`src/gb_video_pkg.sv`:
```
`default_nettype none

package gb_video_pkg;

	// kept small so a frame simulates quickly
	localparam int SCREEN_W = 32;
	localparam int SCREEN_H = 16;

	localparam logic [12:0] TILE_MAP_BASE = 13'h1800;

	localparam logic [15:0] VRAM_BASE = 16'h8000;
	localparam logic [15:0] VRAM_END  = 16'h9fff;
	localparam logic [15:0] OAM_BASE  = 16'hfe00;
	localparam logic [15:0] OAM_END   = 16'hfe9f;
	localparam logic [15:0] IO_BASE   = 16'hff40; // 16 registers, up to 0xff4f

	localparam int VRAM_AW = 13;
	localparam int OAM_AW  = 8;

	localparam logic [3:0] REG_LCDC = 4'h0;
	localparam logic [3:0] REG_SCY  = 4'h2;
	localparam logic [3:0] REG_LY   = 4'h4;
	localparam logic [3:0] REG_BGP  = 4'h7;

	localparam int FIFO_DEPTH = 16;

	localparam logic [7:0] LCD_CMD_FRAME = 8'hb0;
	localparam int         LCD_WR_GAP    = 2; // at most 15, the gap counter is 4 bits

	typedef struct packed {
		logic [15:0] adr;
		logic [7:0]  wdata;
		logic        rd;
		logic        wr;
	} gb_bus_req_t;

	typedef struct packed {
		logic [12:0] adr;
		logic [7:0]  wdata;
		logic        rd;
		logic        wr;
	} vram_port_t;

	typedef struct packed {
		logic [1:0] shade;
		logic       line_end;
		logic       frame_end;
	} px_t;

	typedef struct packed {
		logic [7:0] data;
		logic       wr;
		logic       cd;  // low for commands, high for pixel data
		logic       cs;
		logic       vled;
	} lcd_bus_t;

endpackage

`default_nettype wire

```
`src/gb_pixel_fifo.sv`:
```
`timescale 1ns/1ns
`default_nettype none

module gb_pixel_fifo #(
	parameter type T = logic [7:0]
) (
	input  wire   gbclk,
	input  wire   reset,
	input  wire   push,
	input  wire T din,
	output logic  full,
	input  wire   pop,
	output T      dout,
	output logic  empty
);

	T mem [0:gb_video_pkg::FIFO_DEPTH - 1];

	// depth is a power of two, so the pointers wrap by themselves
	logic [$clog2(gb_video_pkg::FIFO_DEPTH)-1:0] wptr, rptr;
	logic [$clog2(gb_video_pkg::FIFO_DEPTH):0]   count;
	logic wr_en, rd_en;

	assign full  = count == ($clog2(gb_video_pkg::FIFO_DEPTH) + 1)'(gb_video_pkg::FIFO_DEPTH);
	assign empty = count == '0;
	assign dout  = mem[rptr]; // head is visible before the pop

	assign wr_en = push && !full;
	assign rd_en = pop && !empty;

	always_ff @(posedge gbclk) begin
		if (wr_en)
			mem[wptr] <= din;
	end

	always_ff @(posedge gbclk) begin
		if (reset) begin
			wptr  <= '0;
			rptr  <= '0;
			count <= '0;
		end else begin
			if (wr_en)
				wptr <= wptr + 1'b1;
			if (rd_en)
				rptr <= rptr + 1'b1;
			if (wr_en && !rd_en)
				count <= count + 1'b1;
			else if (rd_en && !wr_en)
				count <= count - 1'b1;
		end
	end

endmodule

`default_nettype wire

```
`config.mk`:
```
export PLATFORM = sky130hd
export DESIGN_NAME = gb_pixel_fifo
export DESIGN_NICKNAME = d
export VERILOG_FILES = /design/src/gb_video_pkg.sv /design/src/gb_pixel_fifo.sv
export SDC_FILE = /design/constraint.sdc
export NUM_CORES = 1
export LEC_CHECK = 0
export ABC_CLOCK_PERIOD_IN_PS = 6800
export BUFFER_PORTS_ARGS = -buffer_cell sky130_fd_sc_hd__buf_4
export CAP_MARGIN = 20
export CORE_MARGIN = 2
export CORE_UTILIZATION = 40
export CTS_CLUSTER_SIZE = 30
export DETAILED_ROUTE_END_ITERATION = 12
export GPL_ROUTABILITY_DRIVEN = 0
export GPL_TIMING_DRIVEN = 1
export PLACE_DENSITY_LB_ADDON = 0.3
export SYNTH_ARGS = -nofsm -noshare
export SYNTH_HDL_FRONTEND = slang
export SYNTH_SLANG_ARGS = --single-unit
```
`constraint.sdc`:
```
create_clock -name gbclk -period 6.8 [get_ports gbclk]
set_input_delay 0.34 -clock gbclk [delete_from_list [all_inputs] [get_ports gbclk]]
set_output_delay 0.34 -clock gbclk [all_outputs]
set_load 0.005 [all_outputs]
```
# ---- After elaboration in Yosys (flattened, before gate mapping)
# Memory sizes are Yosys's and may differ from the RTL's. A register that Yosys moved wholly into a read port is not among the register bits.
# Cells that the tools add are included.
dict set report word_totals {
  reg_bits 13
  ramBits 128
  inputBits 12
  word_cells 25
  mem_count 1
}
# memory depth width read_ports rd_clocked_by_memory_dff write_ports line
set memory_table {}
lappend memory_table {mem 16 8 1 1 1 gb_pixel_fifo.sv:17} ;# T mem [0:gb_video_pkg::FIFO_DEPTH - 1];
dict set report op_classes {
  n_addsub 4
  eq_ne 1
  muxes 6
  n_reduce_logical 10
}
# cell n
set op_table {}
lappend op_table {{$mux 5} 2}
lappend op_table {{$add 4x1->4 const B} 2}
lappend op_table {{$mux 4} 2}
lappend op_table {{$add 5x1->5 const B} 1}
lappend op_table {{$eq 5x5->1 const B} 1}
lappend op_table {{$logic_not 5->1} 1}
lappend op_table {{$sub 5x1->5 const B} 1}
lappend op_table {{$logic_and 1x1->1} 4}
lappend op_table {{$logic_not 1->1} 4}
lappend op_table {{$mux 1} 2}
lappend op_table {{$reduce_bool 2->1} 1}

# ---- Longest topological paths before layout
# Gate-level depths: netlist of the first run.
dict set report depth {
  ltp_word 7
  mapped_depth 11
  mapped_depth_nobuf 9
}

# ---- Least setup slack after synthesis of the first run
# OpenSTA, ideal clock, no wires.
dict set report synth_path {
  path_type {reg2reg}
  startpoint {reg count[0] (netlist name)}
  endpoint {reg count[4] (netlist name)}
  setup_time_ns 0.121
  arrival_ns 2.645
  path_slack_ns 4.034
  stages_incl_launch_ff 12
  period_less_slack_ns 2.766
  path_cell_list {dfxtp_1 > or4_1 > buf_2 > o21a_1 > buf_6 > ha_1 > inv_1 > ha_1 > a21oi_1 > a211oi_1 > a31oi_1 > mux2_2}
}
dict set report synth_between {
  elab_chain_cells 6
  word_cells_on_any_way 15
  cone_classes {add/sub: 2; eq/ne: 1; mux: 2; reduce/logical: 10}
}
# item line
set synth_rtl {}
lappend synth_rtl {{start: declaration} gb_pixel_fifo.sv:21} ;# logic [$clog2(gb_video_pkg::FIFO_DEPTH):0] count;
lappend synth_rtl {{start signal: assignment} gb_pixel_fifo.sv:47} ;# count <= count + 1'b1;
lappend synth_rtl {{start signal: assignment} gb_pixel_fifo.sv:49} ;# count <= count - 1'b1;
lappend synth_rtl {{$eq 5x5->1 (*)} gb_pixel_fifo.sv:24} ;# assign full = count == ($clog2(gb_video_pkg::FIFO_DEPTH) + 1)'(gb_video_pkg::FIFO_DEPTH);
lappend synth_rtl {{$logic_not 1->1 (*)} gb_pixel_fifo.sv:28} ;# assign wr_en = push && !full;
lappend synth_rtl {{$logic_and 1x1->1 (*)} gb_pixel_fifo.sv:28}
lappend synth_rtl {{via wr_en} gb_pixel_fifo.sv:22} ;# logic wr_en, rd_en;
lappend synth_rtl {{$logic_not 1->1} gb_pixel_fifo.sv:48} ;# else if (rd_en && !wr_en)
lappend synth_rtl {{$logic_and 1x1->1} gb_pixel_fifo.sv:48}
lappend synth_rtl {{$reduce_bool 2->1 (no line)} --}
# Mark *: on every way through the listed nets, which the timed path passes. The rest lies on a longest branch. The select of a mux whose other input is x is not followed.
# A chain may end at the register's enable or synchronous reset.

# ---- Worst setup path in the final report of the first run
dict set report layout_path {
  startpoint {reg count[0] (netlist name)}
  endpoint {reg count[4] (netlist name)}
}
dict set report layout_between {
  elab_chain_cells 6
  word_cells_on_any_way 15
  cone_classes {add/sub: 2; eq/ne: 1; mux: 2; reduce/logical: 10}
}
# item
set layout_rtl {}
lappend layout_rtl {{parallel branches: the longest is 6 deep, another holds $sub 5x1->5}}
# Parallel ways; which one is timed is not known. The select of a mux whose other input is x is not followed.

==> qor.yml, run 1 <==
clocking:
  hold_buffers: 0
  cts.sinks: 145
  cts_tree: "done"
  path_clk_slew_ns: 0.06
  clock-root-buffer: "clkbuf_16"
  cts-resized-gates: 0
  cts_buffer_depth: 2
  cts_htree_levels: 4
  clk_latency_ns: 0.42
  post_cts_buffers: 0
  cts-buffers-inserted: 17
route:
  num_vias: 2788
  drtIter0Drc: 213
  vias_per_cell: 5.26
  wl_mm: 11.0
  antenna_left: 0
  drc: 0
  first_pass_iters: 4
  wl_per_cell_um: 20.8
yosys:
  synthTopCellsByCount: "edfxtp_1, mux4_2, nor2_1"
  syn-num-nets: 331
  ys.flop_type: "edfxtp_1"
  async_flop_share_pct: 0
  ys_types: 35
  synth_edf_count: 128
  ys_seq_area_share_pct: 73.2
  ys_warn_count: 0
  syn-cell-area_um2: 5720
  synth_top_cell_by_area: "edfxtp_1"
  synth_top_cell_area_share_pct: 67.3
  netlist_instances: 309
  synth-seq-cells: 145
  yosys.cell_count.top_type: "edfxtp_1"
  synth.top_cells.by_area: "edfxtp_1, mux4_2, dfxtp_1"
  syn_area_per_cell_um2: 18.5
cells_and_area:
  fillCellCount: 1178
  syn2layout_area_growth_pct: 14.7
  layout-drive-gt1-share_pct: 24.9
  finalNetCount: 360
  post-route-util_pct: 47.0
  antenna_cells: 0
  instances_no_fill: 530
pwr:
  vdd_drop_max_uv: 242
  power_leakage_nw: 2.18
  power_density_nw_per_um2: 361
grt:
  met2_usage_pct: 26.7
  groute.layer.met1.usage_pct: 19.7
  grt_max_degree: 33
  met3_usage_pct: 4.52
  grt-ovfl-total: 0
  gr-usage-all-layers_pct: 16.1
  grt.busiest_layer: "met2"
  grt_pass1_wl_mm: 17.1
  antenna_found_initial: 0
  grt_pass1_vias: 2926
worst_setup_path:
  worst_ep_required_time_ns: 7.11
  cp-startpoint: "count[0]"
  worstPathArrival_ns: 3.40
  crit_path_start_kind: "register"
  end_kind: "register"
  worstPathMaxFanout: 8
  r2r_start: "count[0]"
  worstSetupPathType: "reg -> reg"
timing:
  hold_slack_ns: 0.234
  fmax_ghz: 0.324
  finalSetupViolations: 0
  fin_setup_tns_ns: 0
  min_period_ns: 3.09
  final_max_slew_viol_count: 0
  period_share_pct: 45.5
  worst_pin_slew_ns: 0.982
  hold_viol: 0
  relSlewSlack_pct: 34.3
  rsz0062_at_grt: "false"
  finalClockSkew_ns: 0.00690
place:
  dpl.hpwl_mm: 6.91
  dpl.cell_count: 499
  place.port_buffers: 21
die:
  start_util_pct: 41.0
  die-area_um2: 15300
  coreArea_um2: 13900
  rows: 43
  die_y_um: 124
  die_x_um: 124
  pin_count: 22
min_path:
  hold_path_class: "in -> reg"
  hp-start: "reset"
job:
  max_cap_violations: 0
run_status:
  outcome: "complete, no violations"
[report_power, final]
group          total (W)  internal, W  switching, W
Sequential       0.00104      0.00102     0.0000268
Clock           0.000780     0.000454      0.000326
Combinational   0.000541     0.000272      0.000269
[registers in the layout, summed over array words and instances, names as in the netlist, named ones only]
register and cells:
count 5, mem 128, rptr 4, wptr 4
[logic make-up after synthesis]
family	Yosys count	synth area share, %
muxes	36	13.3
and+or+nand+nor	61	4.68
xor gates and xnor gates	8	1.23
buffers and inverters	21	1.60
adders and majority gates	10	2.32
DFF	145	73.2
AOI/OAI and AO/OA	28	3.63
[cell type report]
class / instances / area, um2 / share of cell area, %
Sequential cell: 145 / 4190 / 63.8
Multi-Input combinational cell: 143 / 1440 / 22.0
Clock buffer: 21 / 440 / 6.72
Tap cell: 180 / 225 / 3.44
Timing Repair Buffer: 27 / 203 / 3.09
Clock inverter: 10 / 46.3 / 0.706
Inverter: 4 / 15.0 / 0.229
[metal layers]
metal	share of wire (%)	vias to the layer above
li1	-	1282
met1	43	1430
met2	51	62
met3	4.3	14
met4	1.7	0
met5	0	-
[layout by cell type (no fill, tap or decap), types with 2 or more instances in the layout]
cell,n
a21oi_1,3
a22oi_1,16
and3_1,2
buf_4,27
clkbuf_1,4
clkbuf_16,17
clkinv_1,3
clkinv_2,7
dfxtp_1,16
edfxtp_1,128
ha_1,9
inv_1,4
mux2i_1,3
mux4_2,32
nand2_1,13
nand2b_1,2
nor2_1,32
nor2b_1,2
nor3_1,4
o211ai_1,3
xnor2_1,2
xor2_1,6
[worst paths after layout]
check / endpoint / cells past startpoint / slack, ns
max reg2reg: count[4] / 9 / 3.71
max: count[4] / 9 / 3.71
min reg2reg: count[2] / 2 / 0.53
min: wptr[0] / 2 / 0.23
[worst max-delay path, stage by stage, from the launching register on]
cell      delay [ns]
dfxtp_1         0.35
or4_1           0.71
o21a_1          0.33
ha_1            0.25
inv_1           0.15
ha_1            0.30
a21oi_1         0.23
a211oi_1        0.11
a31oi_1         0.20
mux2_2          0.35
[through the flow]
stage          worst slack, ns  cell area [um2]  total power (W)
2_1_floorplan             4.03             5720          0.00145
3_3_place_gp              3.86             6070          0.00159
3_5_place_dp              3.76             6070          0.00161
4_1_cts                   3.74             6560          0.00239
5_1_grt                   3.52             6560          0.00248
6_report                  3.71             6560          0.00237
Note: power is estimated with default switching activity, not from simulation.
==> run 2, diff against run 1 <==
--- a/config.mk
+++ b/config.mk
@@ -5,7 +5,7 @@
 export SDC_FILE = /design/constraint.sdc
 export NUM_CORES = 1
 export LEC_CHECK = 0
-export ABC_CLOCK_PERIOD_IN_PS = 6800
+export ABC_CLOCK_PERIOD_IN_PS = 2800
 export BUFFER_PORTS_ARGS = -buffer_cell sky130_fd_sc_hd__buf_4
 export CAP_MARGIN = 20
 export CORE_MARGIN = 2
==> constraint.sdc (replaced) <==
create_clock -name gbclk -period 2.8 [get_ports gbclk]
set_input_delay 0.14 -clock gbclk [delete_from_list [all_inputs] [get_ports gbclk]]
set_output_delay 0.14 -clock gbclk [all_outputs]
set_load 0.005 [all_outputs]
==> run 2 against run 1 <==
Compared with the run above: sequential share of layout area decreased by 1.2 points; register-to-register slack got worse by 3.6 ns; core utilization increased by 0.92 points; die area unchanged; clock power increased to 2.5 times the previous value; first-iteration DRC count increased by 15%; clock-buffer cell count increased by 10; hold slack got worse by 0.21 ns; fmax increased by 15%; wire length decreased by 2.0%; cell area increased by 2.0%; critical path type unchanged; largest power group unchanged.
==> qor.yml, run 2 (synthesized netlist as in run 1, its figures left out) <==
grt:
  grt_pass1_vias: 3031
  grt_pass1_wl_mm: 17.3
  grt-ovfl-total: 0
  gr-usage-all-layers_pct: 16.2
  grt_max_degree: 33
  antenna_found_initial: 0
clocking:
  clock-root-buffer: "clkbuf_16"
  cts_tree: "done"
  cts.sinks: 145
  hold_buffers: 0
  cts_buffer_depth: 2
  path_clk_slew_ns: 0.05
  cts_htree_levels: 4
  cts-buffers-inserted: 17
  clk_latency_ns: 0.42
pwr:
  power_leakage_nw: 2.24
  power_density_nw_per_um2: 882
  vdd_drop_max_uv: 425
place:
  dpl.hpwl_mm: 6.98
  place.port_buffers: 21
  placed_area_um2: 6160
  place_ws_ns: 0.0313
timing:
  finalSetupViolations: 0
  rsz0062_at_grt: "false"
  worst_pin_slew_ns: 0.999
  min_period_ns: 2.68
  hold_viol: 0
  relSlewSlack_pct: 33.2
  setup_slack_ns: 0.122
  period_share_pct: 95.6
  finalClockSkew_ns: 0.00805
  fin_setup_tns_ns: 0
  hold_slack_ns: 0.0283
  final_max_slew_viol_count: 0
  fmax_ghz: 0.373
cells_and_area:
  fillCellCount: 1170
  finalNetCount: 371
  syn2layout_area_growth_pct: 16.9
  antenna_cells: 0
  top_register: "mem"
  largest_reg_flops: 128
  layout-drive-gt1-share_pct: 26.8
  regArea_um2: 4190
  final_common_cell: "edfxtp_1"
  reg.largest.list: "mem: 128 flops, count: 5 flops"
  multi_input_area_um2: 1450
  design_area_um2: 6680
  layout_common_cells: "edfxtp_1, buf_4, mux4_2, nor2_1, clkbuf_16"
worst_setup_path:
  worstSetupPathType: "reg -> reg"
  worst_ep_required_time_ns: 3.11
  worstPathArrival_ns: 2.99
  worstPathMaxFanout: 5
  end_kind: "register"
  path_cells: "or4_4 > o21a_1 > ha_1 > inv_1 > ha_1 > a21oi_2 > a211oi_1 > a31oi_1 > mux2_2"
  crit_path_frequent_cell: "ha_1"
  crit_path_start_kind: "register"
  slowest_stage: "or4_4"
  max_stage_delay_ns: 0.57
route:
  wl_mm: 10.8
  drtIter0Drc: 245
  drc: 0
  wl_per_cell_um: 20.0
  num_vias: 2815
  vias_per_cell: 5.19
  first_pass_iters: 4
  antenna_left: 0
die:
  pin_count: 22
  die_x_um: 124
  rows: 43
  die-area_um2: 15300
  coreArea_um2: 13900
  start_util_pct: 41.0
  die_y_um: 124
min_path:
  hold_path_class: "in -> reg"
job:
  max_cap_violations: 0
run_status:
  outcome: "complete, no violations"
[run 2: cell types whose count changed in the layout (fill, tap and decap cells not counted), moves of 3 or more]
cell and change:
clkinv_2 -6, clkbuf_1 +7, buf_4 +10, clkbuf_8 +3
clkinv_1 -3
[run 2: metal layers]
metal  global-route usage, %  vias to the layer above  routed length (um)
met2                    27.2                       55                5580
met4                    7.10                        0                 191
li1                        -                     1303                   -
met3                    4.15                       16                 334
met1                    19.8                     1441                4720
met5                       0                        -                   0
[run 2: final cells by class]
type                            instances  share of cell area (%)
Clock buffer                           31                    7.60
Clock inverter                          1                  0.0749
Inverter                                4                   0.225
Multi-Input combinational cell        143                    21.7
Sequential cell                       145                    62.6
Tap cell                              180                    3.37
Timing Repair Buffer                   38                    4.46
[run 2: report_power, final]
part | internal [W] | switching, W
Sequential | 0.00247 | 0.0000607
Combinational | 0.000726 | 0.000663
Clock | 0.00120 | 0.000772
[run 2: worst paths after layout]
kind	from	to	slack, ns	cells past startpoint
hold / removal	reset	register	0.03	2
setup reg to reg	count[0]	count[4]	0.12	9
setup / recovery	count[0]	count[4]	0.12	9
hold reg to reg	rptr[3]	rptr[3]	0.54	2
[run 2: repair_timing]
item                       in CTS  in global routing
buffers inserted                0                  0
setup endpoints to repair       0                  2
resized for setup               0                  2
[run 2: metrics by stage]
step / cells / total power (W) / util (%)
after floorplan: 309 / 0.00351 / -
after global placement: 510 / 0.00394 / 44.2
after detailed placement: 510 / 0.00398 / 44.2
after CTS: 542 / 0.00595 / 47.9
after global routing: 542 / 0.00618 / 48.0
final: 542 / 0.00590 / 48.0
[run 2: critical path, delay by kind of cell (launching register included)]
kind | cells | cell delay [ns]
AOI/OAI and AO/OA | 4 | 0.67
and+or+nand+nor | 1 | 0.57
adders and majority gates | 2 | 0.51
muxes | 1 | 0.35
DFF | 1 | 0.31
buffers and inverters | 1 | 0.15
