File: src/gb_video_pkg.sv
`default_nettype none

package gb_video_pkg;

	// kept small so a frame simulates quickly
	localparam int SCREEN_W = 32;
	localparam int SCREEN_H = 16;

	localparam logic [12:0] TILE_MAP_BASE = 13'h1800;

	localparam logic [15:0] VRAM_BASE = 16'h8000;
	localparam logic [15:0] VRAM_END  = 16'h9fff;
	localparam logic [15:0] OAM_BASE  = 16'hfe00;
	localparam logic [15:0] OAM_END   = 16'hfe9f;
	localparam logic [15:0] IO_BASE   = 16'hff40; // 16 registers, up to 0xff4f

	localparam int VRAM_AW = 13;
	localparam int OAM_AW  = 8;

	localparam logic [3:0] REG_LCDC = 4'h0;
	localparam logic [3:0] REG_SCY  = 4'h2;
	localparam logic [3:0] REG_LY   = 4'h4;
	localparam logic [3:0] REG_BGP  = 4'h7;

	localparam int FIFO_DEPTH = 16;

	localparam logic [7:0] LCD_CMD_FRAME = 8'hb0;
	localparam int         LCD_WR_GAP    = 2; // at most 15, the gap counter is 4 bits

	typedef struct packed {
		logic [15:0] adr;
		logic [7:0]  wdata;
		logic        rd;
		logic        wr;
	} gb_bus_req_t;

	typedef struct packed {
		logic [12:0] adr;
		logic [7:0]  wdata;
		logic        rd;
		logic        wr;
	} vram_port_t;

	typedef struct packed {
		logic [1:0] shade;
		logic       line_end;
		logic       frame_end;
	} px_t;

	typedef struct packed {
		logic [7:0] data;
		logic       wr;
		logic       cd;  // low for commands, high for pixel data
		logic       cs;
		logic       vled;
	} lcd_bus_t;

endpackage

`default_nettype wire

File: src/lr35902_ppu.sv
`timescale 1ns/1ns
`default_nettype none

module lr35902_ppu (
	input  wire                        gbclk,
	input  wire                        reset,
	input  wire                        reg_rd,
	input  wire                        reg_wr,
	input  wire [3:0]                  reg_adr,
	input  wire [7:0]                  reg_din,
	output logic [7:0]                 reg_dout,
	output gb_video_pkg::vram_port_t   vram_port,
	input  wire [7:0]                  vram_rdata,
	output logic                       need_vram,
	output gb_video_pkg::px_t          px,
	output logic                       push,
	input  wire                        full,
	output logic                       irq_vblank,
	output logic                       disp_on
);

	typedef enum logic [2:0] {S_IDLE, S_MAP, S_LO, S_HI, S_PUSH} state_t;

	state_t     state;
	logic       phase;     // second cycle of a VRAM read
	logic [7:0] lcdc, scy, bgp, ly;
	logic [7:0] scy_frame, bgp_frame;
	logic [4:0] col;
	logic [2:0] pix;
	logic [7:0] tile, plane_lo, plane_hi;
	logic [7:0] vline;
	logic [2:0] bit_sel;
	logic [1:0] idx;
	logic [12:0] map_adr, tile_adr;

	assign disp_on   = lcdc[7];
	assign need_vram = state != S_IDLE;

	assign vline    = ly + scy_frame; // wraps modulo 256
	assign map_adr  = gb_video_pkg::TILE_MAP_BASE + {3'b000, vline[7:3], col};
	assign tile_adr = {1'b0, tile, vline[2:0], 1'b0};

	always_comb begin
		vram_port.wdata = 8'h00;
		vram_port.wr    = 1'b0;
		vram_port.rd    = !phase && (state == S_MAP || state == S_LO || state == S_HI);
		case (state)
		S_MAP:   vram_port.adr = map_adr;
		S_HI:    vram_port.adr = tile_adr | 13'd1;
		default: vram_port.adr = tile_adr;
		endcase
	end

	assign bit_sel = 3'd7 - pix;
	assign idx     = {plane_hi[bit_sel], plane_lo[bit_sel]};

	always_comb begin
		px.shade     = bgp_frame[{idx, 1'b0} +: 2];
		px.line_end  = pix == 3'd7 && col == 5'(gb_video_pkg::SCREEN_W / 8 - 1);
		px.frame_end = px.line_end && ly == 8'(gb_video_pkg::SCREEN_H - 1);
	end

	assign push       = state == S_PUSH && !full;
	assign irq_vblank = push && px.frame_end;

	always_comb begin
		reg_dout = 8'hff;
		if (reg_rd) begin
			case (reg_adr)
			gb_video_pkg::REG_LCDC: reg_dout = lcdc;
			gb_video_pkg::REG_SCY:  reg_dout = scy;
			gb_video_pkg::REG_LY:   reg_dout = lcdc[7] ? ly : 8'h00;
			gb_video_pkg::REG_BGP:  reg_dout = bgp;
			default:                reg_dout = 8'hff;
			endcase
		end
	end

	always_ff @(posedge gbclk) begin
		if (reset) begin
			lcdc <= 8'h00;
			scy  <= 8'h00;
			bgp  <= 8'h00;
		end else if (reg_wr) begin
			case (reg_adr)
			gb_video_pkg::REG_LCDC: lcdc <= reg_din;
			gb_video_pkg::REG_SCY:  scy  <= reg_din;
			gb_video_pkg::REG_BGP:  bgp  <= reg_din;
			default: ;
			endcase
		end
	end

	// a started frame always runs to its end so the panel sees whole frames
	always_ff @(posedge gbclk) begin
		if (reset) begin
			state <= S_IDLE;
			phase <= 1'b0;
			ly    <= 8'h00;
			col   <= 5'd0;
			pix   <= 3'd0;
		end else begin
			case (state)
			S_IDLE: begin
				if (lcdc[7]) begin
					state <= S_MAP;
					ly    <= 8'h00;
					col   <= 5'd0;
					pix   <= 3'd0;
				end
			end
			S_MAP, S_LO, S_HI: begin
				phase <= !phase;
				if (phase) begin
					case (state)
					S_MAP:   state <= S_LO;
					S_LO:    state <= S_HI;
					default: state <= S_PUSH;
					endcase
				end
			end
			S_PUSH: begin
				if (!full) begin
					pix <= pix + 3'd1;
					if (pix == 3'd7) begin
						state <= S_MAP;
						col   <= px.line_end ? 5'd0 : col + 5'd1;
						if (px.frame_end) begin
							state <= S_IDLE;
							ly    <= 8'h00;
						end else if (px.line_end) begin
							ly <= ly + 8'h01;
						end
					end
				end
			end
			default: state <= S_IDLE;
			endcase
		end
	end

	always_ff @(posedge gbclk) begin
		if (state == S_IDLE && lcdc[7]) begin
			scy_frame <= scy; // mid-frame writes wait for the next frame
			bgp_frame <= bgp;
		end
		if (phase) begin
			case (state)
			S_MAP:   tile     <= vram_rdata;
			S_LO:    plane_lo <= vram_rdata;
			S_HI:    plane_hi <= vram_rdata;
			default: ;
			endcase
		end
	end

endmodule

`default_nettype wire

File: config.mk
export PLATFORM = sky130hd
export DESIGN_NAME = lr35902_ppu
export DESIGN_NICKNAME = d
export VERILOG_FILES = /design/src/gb_video_pkg.sv /design/src/lr35902_ppu.sv
export SDC_FILE = /design/constraint.sdc
export NUM_CORES = 1
export LEC_CHECK = 0
export ABC_AREA = 1
export ABC_CLOCK_PERIOD_IN_PS = 1800
export CORE_ASPECT_RATIO = 1.1
export CORE_MARGIN = 2
export CORE_UTILIZATION = 57
export DETAILED_ROUTE_END_ITERATION = 12
export DONT_BUFFER_PORTS = 1
export PLACE_DENSITY = 0.8
export SYNTH_ARGS = -nofsm -noshare
export SYNTH_HDL_FRONTEND = slang
export SYNTH_SLANG_ARGS = --single-unit
File: constraint.sdc
create_clock -name gbclk -period 1.8 [get_ports gbclk]
set_input_delay 0.09 -clock gbclk [delete_from_list [all_inputs] [get_ports gbclk]]
set_output_delay 0.09 -clock gbclk [all_outputs]
set_load 0.02 [all_outputs]
Word level (Yosys, flattened, before mapping)
Cells that the tools add are included.
{"block": "totals", "out_inout_bits": 39, "register_bits": 84, "wordCells": 90, "inputBits": 25}
{"block": "op_classes", "n_shift": 1, "order_cmp": 1, "eq_ne": 15, "add_sub_neg": 6, "n_reduce_logical": 25, "mux": 29}
{"operator": "8-bit two-way mux", "count": 7}
{"operator": "8-bit one-hot mux with 4 select lines", "count": 1}
{"operator": "13-bit one-hot mux with 2 select lines", "count": 1}
{"operator": "5-bit two-way mux", "count": 4}
{"operator": "3-bit two-way mux", "count": 6}
{"operator": "8-bit one-hot mux with 2 select lines", "count": 1}
{"operator": "12-bit by 11-bit adder with 13-bit output (first input constant)", "count": 1}
{"operator": "3-bit one-hot mux with 2 select lines", "count": 2}
{"operator": "2-bit AND reduction", "count": 6}
{"operator": "5-bit one-hot mux with 2 select lines", "count": 1}
{"operator": "3-bit one-hot mux with 3 select lines", "count": 1}
{"operator": "8-bit by 1-bit adder with 8-bit output (second input constant)", "count": 1}
{"operator": "8-bit adder", "count": 1}
{"operator": "4-bit by 3-bit == test with 1-bit output (second input constant)", "count": 2}
{"operator": "8-bit by 4-bit == test with 1-bit output (second input constant)", "count": 1}
{"operator": "2-bit inequality test (second input constant)", "count": 4}
{"operator": "4-bit AND reduction", "count": 2}
{"operator": "8-bit by 4-bit indexed part select with 2-bit output", "count": 1}
{"operator": "1-bit binary-select mux with 3-bit select", "count": 2}
{"operator": "3-bit by 2-bit == test with 1-bit output (second input constant)", "count": 2}
{"operator": "3-bit == test (second input constant)", "count": 2}
{"operator": "1-bit logical AND", "count": 6}
{"operator": "5-bit by 1-bit adder with 5-bit output (second input constant)", "count": 1}
{"operator": "5-bit by 2-bit == test with 1-bit output (second input constant)", "count": 1}
{"operator": "16 further kinds", "count": 20}

Longest topological paths before layout
Gate-level depths: netlist of run 1.
{"block": "depth", "depth_word": 7, "mapped_depth": 10, "mapped_depth_nobuf": 10}

Worst setup path before layout of run 1
OpenSTA, ideal clock, no wires.
{"block": "synth_timing", "path_kind": "reg-to-reg", "from": "register state[0]", "to": "register pix[2]", "required_time_ns": 1.684, "setup_ns": 0.116, "path_stages_with_launch": 7, "arrival_time_ns": 1.869, "slack_ns": -0.185, "n_path_buf": 0, "synth_period_minus_slack_ns": 1.985, "path_cell_list": "dfxtp_1 nor2_4 nand2_1 nor2_1 nor2_2 a21oi_1 nor2_1"}
{"block": "synth_between", "elab_chain_len": 3, "word_cells_on_any_way": 7, "cone_classes": "3 x eq/ne; 1 x mux; 3 x reduce/logical"}
{"item": "start: declaration", "line_no": "lr35902_ppu.sv:24", "rtl": "state_t state;"}
{"item": "start signal: assignment", "line_no": "lr35902_ppu.sv:97", "rtl": "state <= S_IDLE;"}
{"item": "start signal: assignment", "line_no": "lr35902_ppu.sv:106", "rtl": "state <= S_MAP;"}
{"item": "start signal: assignment", "line_no": "lr35902_ppu.sv:116", "rtl": "S_MAP: state <= S_LO;"}
{"item": "3-bit == test or 3-bit logical NOT (tied branches)", "line_no": "lr35902_ppu.sv:103", "rtl": "case (state)"}
{"item": "2-bit inequality test (no source line) or 2-bit nonzero test (tied branches)"}
{"item": "3-bit AND reduction (no source line)"}
{"item": "end signal: assignment", "line_no": "lr35902_ppu.sv:124", "rtl": "pix <= pix + 3'd1;"}
{"item": "end: declaration", "line_no": "lr35902_ppu.sv:29", "rtl": "logic [2:0] pix;"}
Several ways; a longest one is shown, not always the timed one.
A chain may end at the register's enable or synchronous reset.

==> run metrics, run 1 <==
Synth Area per Inst 7.85 um2; VDD IR max about 0.00056 V; DR DRC count 0; CP arrival about 1.9 ns; Final GP Congestion around 0.93; WHS Endpoint scy[3]$_SDFFE_PP0P_; Cell Rows 33; post-route minimum period about 2 ns; CTS tree built; NetSw between 1.5 and 2 mW; final period utilization 1.11; Worst Clk Skew 0.0127 ns; final setup fails 7; die width 87.0 um; Distinct cells, synth 35; full die area 0.00830 mm2; Adder-Cell Fraction of Synth Area 0.0365; Crit. End Element output pin; Gate power share 0.293; status finished with violations; Tot Pwr 5.32 mW; RR Startpoint pix[1]$_SDFFE_PP0P_; GR Util All Layers 0.279; Flop pwr share 0.413; kind of critical path reg2out; Crit-path slowest cell edfxtp_1; XOR/XNOR Fraction of Synth Area 0.00810; max_cap viols 0; fin. max-slew vios 0; Clock Power Share 0.294; worst-case clock buffer depth 2; Simple-Gate Fraction of Synth Area 0.259; ANT nets after route 0; Routed wire per std cell between 15 and 20 um; # diodes 0; Clock transition at path regs 0.08 ns; worst min path class in2reg; Synth async-reset ratio 0; vias in the first global route ~3800; fin cells 705; H-tree levels 3; EDFF count, synth 40; post-synthesis cell area 0.00432 mm2; sequential fraction of the synthesis area 0.481; detailed-route vias per instance 5.65; fmax 0.500 GHz; Cells after DPL 657; CP Cell Sequence ha_4 -> fa_2 -> nand4_1 -> nand3_1 -> nand2_1 -> nand3_2 -> nand3_4; Cells after Synth between 500 and 600; Synth Area in Compound Gates 0.115; Worst R2R Path Depth 10; DR pass1 iterations 5; clock sink total 84; Root Buffer clkbuf_8; Initial Util 0.585; final wirelength 11.6 mm; DP Wirelength between 7 and 8 mm; CP Launch Type flip-flop; Pwr per Cell Area just under 1000 mW/mm2; largest family of logic cells by synthesized area simple AND/OR/NAND/NOR gates; worst-skew pair later-pin latency 0.36 ns; core area 0.00739 mm2; Yosys reg bits 84; Hold Startpoint reg_adr[1]; Die Ht 95.4 um; multiplexer share of the synthesized area 0; initial antenna violation count 0; worst endpoint required time about 1.7 ns; Lkg Pwr between 2 and 2.5 nW; reg2reg end ly[3]$_SDFFE_PP0P_; TritonCTS buffer count 9; Final Hold Violating Endpoints 0; flop-to-flop setup slack 0.06 ns; area delta synth->final 26.6%; vias post-DR 3983; maximum fanout along the worst path 3; io pins 64; RSZ-0062 raised after global routing true; YS warnings 0; Net Sw Frac 0.335; layout cells sized above 1 0.230; total grt overflow 0; slack of the critical path -0.198 ns; failing checks negative setup slack; largest net degree at the start of global routing 30; nets 650; Int Pwr 3.54 mW; Iter 0 DRT Violations roughly 240; first-pass GRT wire length 17.6 mm; setup tns final -0.824 ns; most frequently used flop master after synthesis dfxtp_1; I/O Buffers 0; max incr delay on CP 0.45 ns; Min-Delay Path Depth 3
-- layout make-up --
cell class / instances / area, um2
repair buffers: 62 / 527
multi-input cells: 373 / 2190
flip-flops and latches: 84 / 2100
well taps: 87 / 109
inverters: 83 / 319
clock inverters: 5 / 81.3
clock buffers: 11 / 151
fillers: 481 / 1920
-- cell usage after synthesis, types with 2 or more instances --
cell        n  area [um2]
a21oi_1    37         185
buf_2       2        10.0
buf_4      10        75.1
clkbuf_1    5        18.8
dfxtp_1    44         881
edfxtp_1   40        1200
ha_1       11         138
inv_1      76         285
inv_2       6        22.5
nand2_1   126         473
nand2_2     6        37.5
nand3_1    42         210
nand3_2     2        20.0
nand3b_1    3        22.5
nand4_1    10        62.6
nor2_1     54         203
nor2_4      3        33.8
nor3_1      3        15.0
o21ai_0    46         230
o22ai_1     8        50.1
xnor2_1     2        17.5
xor2_1      2        17.5
-- what timing repair did --
action | in CTS | in global routing
gates resized for setup | 56 | 35
setup buffers | 6 | 9
hold buffers | 17 | 0
endpoints found under the hold margin | 57 | 0
pin swaps | 13 | 18
cloned | 0 | 0
setup endpoints to repair | 16 | 18
-- how the worst max path moves through the flow --
stage,startpoint,slack [ns],endpoint,cells after the start
after detailed placement,scy_frame[0]$_DFFE_PP_,0.11,vram_port[16],7
after floorplan,pix[1]$_SDFFE_PP0P_,0.08,ly[0]$_SDFFE_PP0P_,9
after global routing,scy_frame[0]$_DFFE_PP_,-0.25,vram_port[18],7
final,scy_frame[0]$_DFFE_PP_,-0.20,vram_port[18],7
after global placement,scy_frame[0]$_DFFE_PP_,0.13,vram_port[16],7
after CTS,scy_frame[0]$_DFFE_PP_,-0.17,vram_port[16],7
-- metrics by stage --
stage / hold slack [ns] / util / cell area, um2 / setup slack [ns]
after floorplan: 0.189 / - / 4360 / 0.0752
after global placement: 0.161 / 0.619 / 4570 / 0.132
after detailed placement: 0.163 / 0.619 / 4570 / 0.106
after CTS: 0.0951 / 0.712 / 5260 / -0.171
after global routing: 0.132 / 0.740 / 5470 / -0.250
final: 0.0972 / 0.740 / 5470 / -0.198
-- power by group through the flow --
stage | registers (mW) | clock network, mW | logic (mW)
final | 2.20 | 1.57 | 1.56
after global routing | 2.21 | 1.63 | 1.67
after CTS | 2.18 | 1.56 | 1.36
after detailed placement | 2.21 | 0 | 1.20
after global placement | 2.21 | 0 | 1.17
after floorplan | 2.20 | 0 | 0.926
-- flip-flops by register name (all words and copies together), names as in the netlist --
register,flops
bgp_frame,8
lcdc,8
plane_lo,8
scy,8
ly,8
scy_frame,8
pix,3
tile,8
bgp,8
state,3
phase,1
col,5
plane_hi,8
-- cells by family (layout without fill, tap and decap cells) --
family	after synthesis	after routing
AOI/OAI and AO/OA	94	94
xor gates and xnor gates	4	4
adders and majority gates	12	12
buffers and inverters	102	161
DFF	84	84
other	1	9
and+or+nand+nor	254	254
-- metal layers --
layer / track usage / up-vias / part of all wire
li1: - / 1912 / -
met1: 0.317 / 1816 / 0.39
met2: 0.494 / 210 / 0.50
met3: 0.0476 / 45 / 0.070
met4: 0.152 / 0 / 0.041
met5: 0 / - / 0
-- worst max-delay path, delay by kind of cell (launching register included) --
family	cells	cell delay, ns
adder cells (fa/ha/maj)	2	0.56
AND/OR/NAND/NOR	5	0.53
flip-flops	1	0.45
-- placed cells by master (no fill, tap or decap), drive strengths merged --
cell type / count
ha: 11
edfxtp: 40
nor2: 58
nand2: 133
dlygate4sd3: 17
nand3: 44
conb: 9
a31oi: 1
o22ai: 8
dfxtp: 44
bufinv: 2
inv: 84
nand3b: 3
clkinv: 2
or2: 1
buf: 45
o21ai: 48
xor2: 2
nand4: 10
xnor2: 2
fa: 1
a21oi: 37
clkbuf: 11
nor3: 4
nor3b: 1
Power figures use the tool's default switching activity.
==> run 2: changes to the inputs <==
--- a/config.mk
+++ b/config.mk
@@ -15,2 +15,3 @@
 export PLACE_DENSITY = 0.8
+export SETUP_SLACK_MARGIN = 0.02
 export SYNTH_ARGS = -nofsm -noshare
==> constraint.sdc (replaced) <==
create_clock -name gbclk -period 1.8 [get_ports gbclk]
set_input_delay 0.18 -clock gbclk [delete_from_list [all_inputs] [get_ports gbclk]]
set_output_delay 0.18 -clock gbclk [all_outputs]
set_load 0.02 [all_outputs]
==> run 2 against run 1 <==
Against the previous run: the flow still finishes with violations (negative setup slack); hold slack lost 0.081 ns; register-to-register slack improved by 0.03 ns; first-iteration DRC count increased by 19%; design area grew 0.30%; sequential power about the same; clock skew increased by 0.0075 ns; count of clock-buffer cells in the layout is 1 lower; critical path depth fell by 2; power decreased by 6.7%; via count increased by 0.38%; die area unchanged; maximum frequency shrank 3.7%; critical path type unchanged; critical endpoint is now vram_port[13]; largest cell class unchanged.
==> run metrics, run 2 (same netlist as run 1, synthesis figures left out) <==
status finished with violations; failing checks negative setup slack; worst min path class in2reg; largest net degree at the start of global routing 30 (unchanged); most frequent cells in the layout 97 x nand2_1, 71 x inv_1, 47 x nor2_1; Cell Rows 33 (unchanged); detailed-route vias per instance 5.77 (+2.1%); NetSw 1.82 mW (+1.9%); Final GP Congestion 0.928 (about the same); # diodes 0 (unchanged); max_cap viols 0 (unchanged); I/O Buffers 0 (unchanged); DR DRC count 0 (unchanged); io pins 64 (unchanged); core area 0.00739 mm2 (unchanged); initial antenna violation count 0 (unchanged); TritonCTS buffer count 9 (unchanged); flop-to-flop setup slack 0.09 ns (+0.03 ns); CP arrival 1.89 ns (-0.02 ns); VDD IR max 0.000675 V (+20%); vias post-DR 3998 (+0.38%); Clock Power Share 0.250 (-0.044); sequential cell area 0.00210 mm2 (+0.36%); commonest non-fill, non-tap cell in the layout nand2_1; Slew Limit Headroom 0.621; placed inst area 0.00455 mm2 (-0.44%); worst-case clock buffer depth 2 (unchanged); area delta synth->final 26.9%; first-pass GRT wire length 16.8 mm (-4.6%); Net Sw Frac 0.366 (+0.0310); final wirelength 12.1 mm (+4.4%); final period utilization 1.15 (+0.0424); reg2reg end pix[0]$_SDFFE_PP0P_; RSZ-0062 raised after global routing true; Pwr per Cell Area 904 mW/mm2 (-7.0%); CP Launch Type flip-flop; max incr delay on CP 0.42 ns (-0.03 ns); DP Wirelength 7.48 mm (+1.2%); cell area after layout 0.00549 mm2 (+0.30%); die width 87.0 um (unchanged); DR pass1 iterations 8 (+3); GR Util All Layers 0.264 (-0.0144); Int Pwr 3.14 mW (-11%); fmax 0.482 GHz (-3.7%); Flop pwr share 0.443 (+0.030); vias in the first global route 3692 (-2.0%); WHS Endpoint scy[3]$_SDFFE_PP0P_; Worst R2R Path Depth 10 (unchanged); Final Hold Violating Endpoints 0 (unchanged); Cells after DPL 654 (-0.46%); Routed wire per std cell 17.5 um (+6.2%); slack of the critical path -0.274 ns (-0.0763 ns); ANT nets after route 0 (unchanged); fin. max-slew vios 0 (unchanged); worst-skew pair later-pin latency 0.37 ns (about the same); maximum fanout along the worst path 3 (unchanged); CTS tree built; Min-Delay Path Depth 2 (-1); Gate power share 0.306 (+0.013); Initial Util 0.585 (unchanged); layout cells sized above 1 0.281 (+0.0508); RR Startpoint state[0]$_SDFFE_PP0P_; total grt overflow 0 (unchanged); Hold Startpoint reg_din[3]; CP Cell Sequence ha_4 -> fa_2 -> xnor2_1 -> o21ai_1 -> buf_4; fill count 501 (+4.2%); Root Buffer clkbuf_8; Clock transition at path regs 0.08 ns (about the same); worst endpoint required time 1.62 ns (-0.09 ns); Crit. End Element output pin; fin cells 693 (-1.7%); Crit-path slowest cell edfxtp_1; clock sink total 84 (unchanged); kind of critical path reg2out; nets 638 (-1.8%); Die Ht 95.4 um (unchanged); post-route minimum period 2.07 ns (+0.0763 ns); area of the multi-input gates 0.00233 mm2 (+6.5%); worst-margin pin slew 0.567 ns; final setup fails 10 (+3); Iter 0 DRT Violations 281 (+19%); Worst Clk Skew 0.0202 ns (+0.00747 ns); full die area 0.00830 mm2 (unchanged); H-tree levels 3 (unchanged); Lkg Pwr 2.21 nW (-2.3%)
[run 2: changes by cell type in the layout (fill, tap and decap cells not counted), sizes merged]
| cell | before | now |
|---|---|---|
| dlygate4sd3 | 17 | 9 |
| bufinv | 2 | 0 |
| clkinvlp | 0 | 3 |
| inv | 84 | 85 |
| buf | 45 | 39 |
[run 2: routing by layer]
metal | up-vias | GRT usage | share of wire
li1 | 1893 | - | -
met4 | 0 | 0.118 | 0.031
met3 | 44 | 0.0537 | 0.078
met2 | 208 | 0.472 | 0.51
met1 | 1853 | 0.303 | 0.38
met5 | - | 0 | 0
[run 2: per-stage QoR]
stage               total power, mW  worst slack [ns]  hold WS, ns   util  setup TNS, ns
finish                         4.96            -0.274       0.0165  0.743          -1.32
CTS                            4.72            -0.270       0.0161  0.686          -1.63
floorplan                      3.13            0.0752        0.279      -              0
detailed placement             3.39            0.0203        0.254  0.616              0
global route                   5.16            -0.335       0.0332  0.743          -1.86
global placement               3.36            0.0578        0.250  0.616              0
[run 2: worst max-delay path by stage]
stage	from	endpoint	slack, ns	depth (start not counted)
2_1_floorplan	pix[1]$_SDFFE_PP0P_	ly[0]$_SDFFE_PP0P_	0.08	9
3_3_place_gp	scy_frame[0]$_DFFE_PP_	vram_port[16]	0.06	7
3_5_place_dp	scy_frame[0]$_DFFE_PP_	vram_port[16]	0.02	7
4_1_cts	scy_frame[0]$_DFFE_PP_	vram_port[16]	-0.27	7
5_1_grt	scy_frame[0]$_DFFE_PP_	vram_port[18]	-0.34	7
6_report	scy_frame[0]$_DFFE_PP_	vram_port[13]	-0.27	5
[run 2: power by group through the flow]
stage | clock network [mW] | registers (mW) | logic [mW]
detailed placement | 0 | 2.22 | 1.17
CTS | 1.23 | 2.18 | 1.31
global placement | 0 | 2.21 | 1.15
finish | 1.24 | 2.20 | 1.52
floorplan | 0 | 2.20 | 0.928
global route | 1.31 | 2.21 | 1.64
[run 2: what timing repair did]
action / CTS / global route
cloned: 0 / 2
endpoints found under the hold margin: 33 / 0
gates resized for setup: 59 / 78
endpoints found under the setup margin: 24 / 30
pin swaps: 21 / 36
hold buffers: 9 / 0
buffers inserted: 3 / 9
[run 2: worst max-delay path: cells and delay by family, from the launching register on]
kind                     cells  cell delay, ns
adder cells (fa/ha/maj)      2            0.57
flip-flops                   1            0.42
AO/OA/AOI/OAI                1            0.19
buffers and inverters        1            0.18
XOR/XNOR                     1            0.17
[run 2: layout make-up]
| cell class | count | share of cell area |
|---|---|---|
| Inverter | 83 | 0.0604 |
| Multi-Input combinational cell | 373 | 0.425 |
| Clock buffer | 10 | 0.0233 |
| Timing Repair Buffer | 49 | 0.0784 |
| Timing Repair inverter | 1 | 0.00160 |
| Clock inverter | 6 | 0.00843 |
| Tap cell | 87 | 0.0198 |
| Sequential cell | 84 | 0.383 |
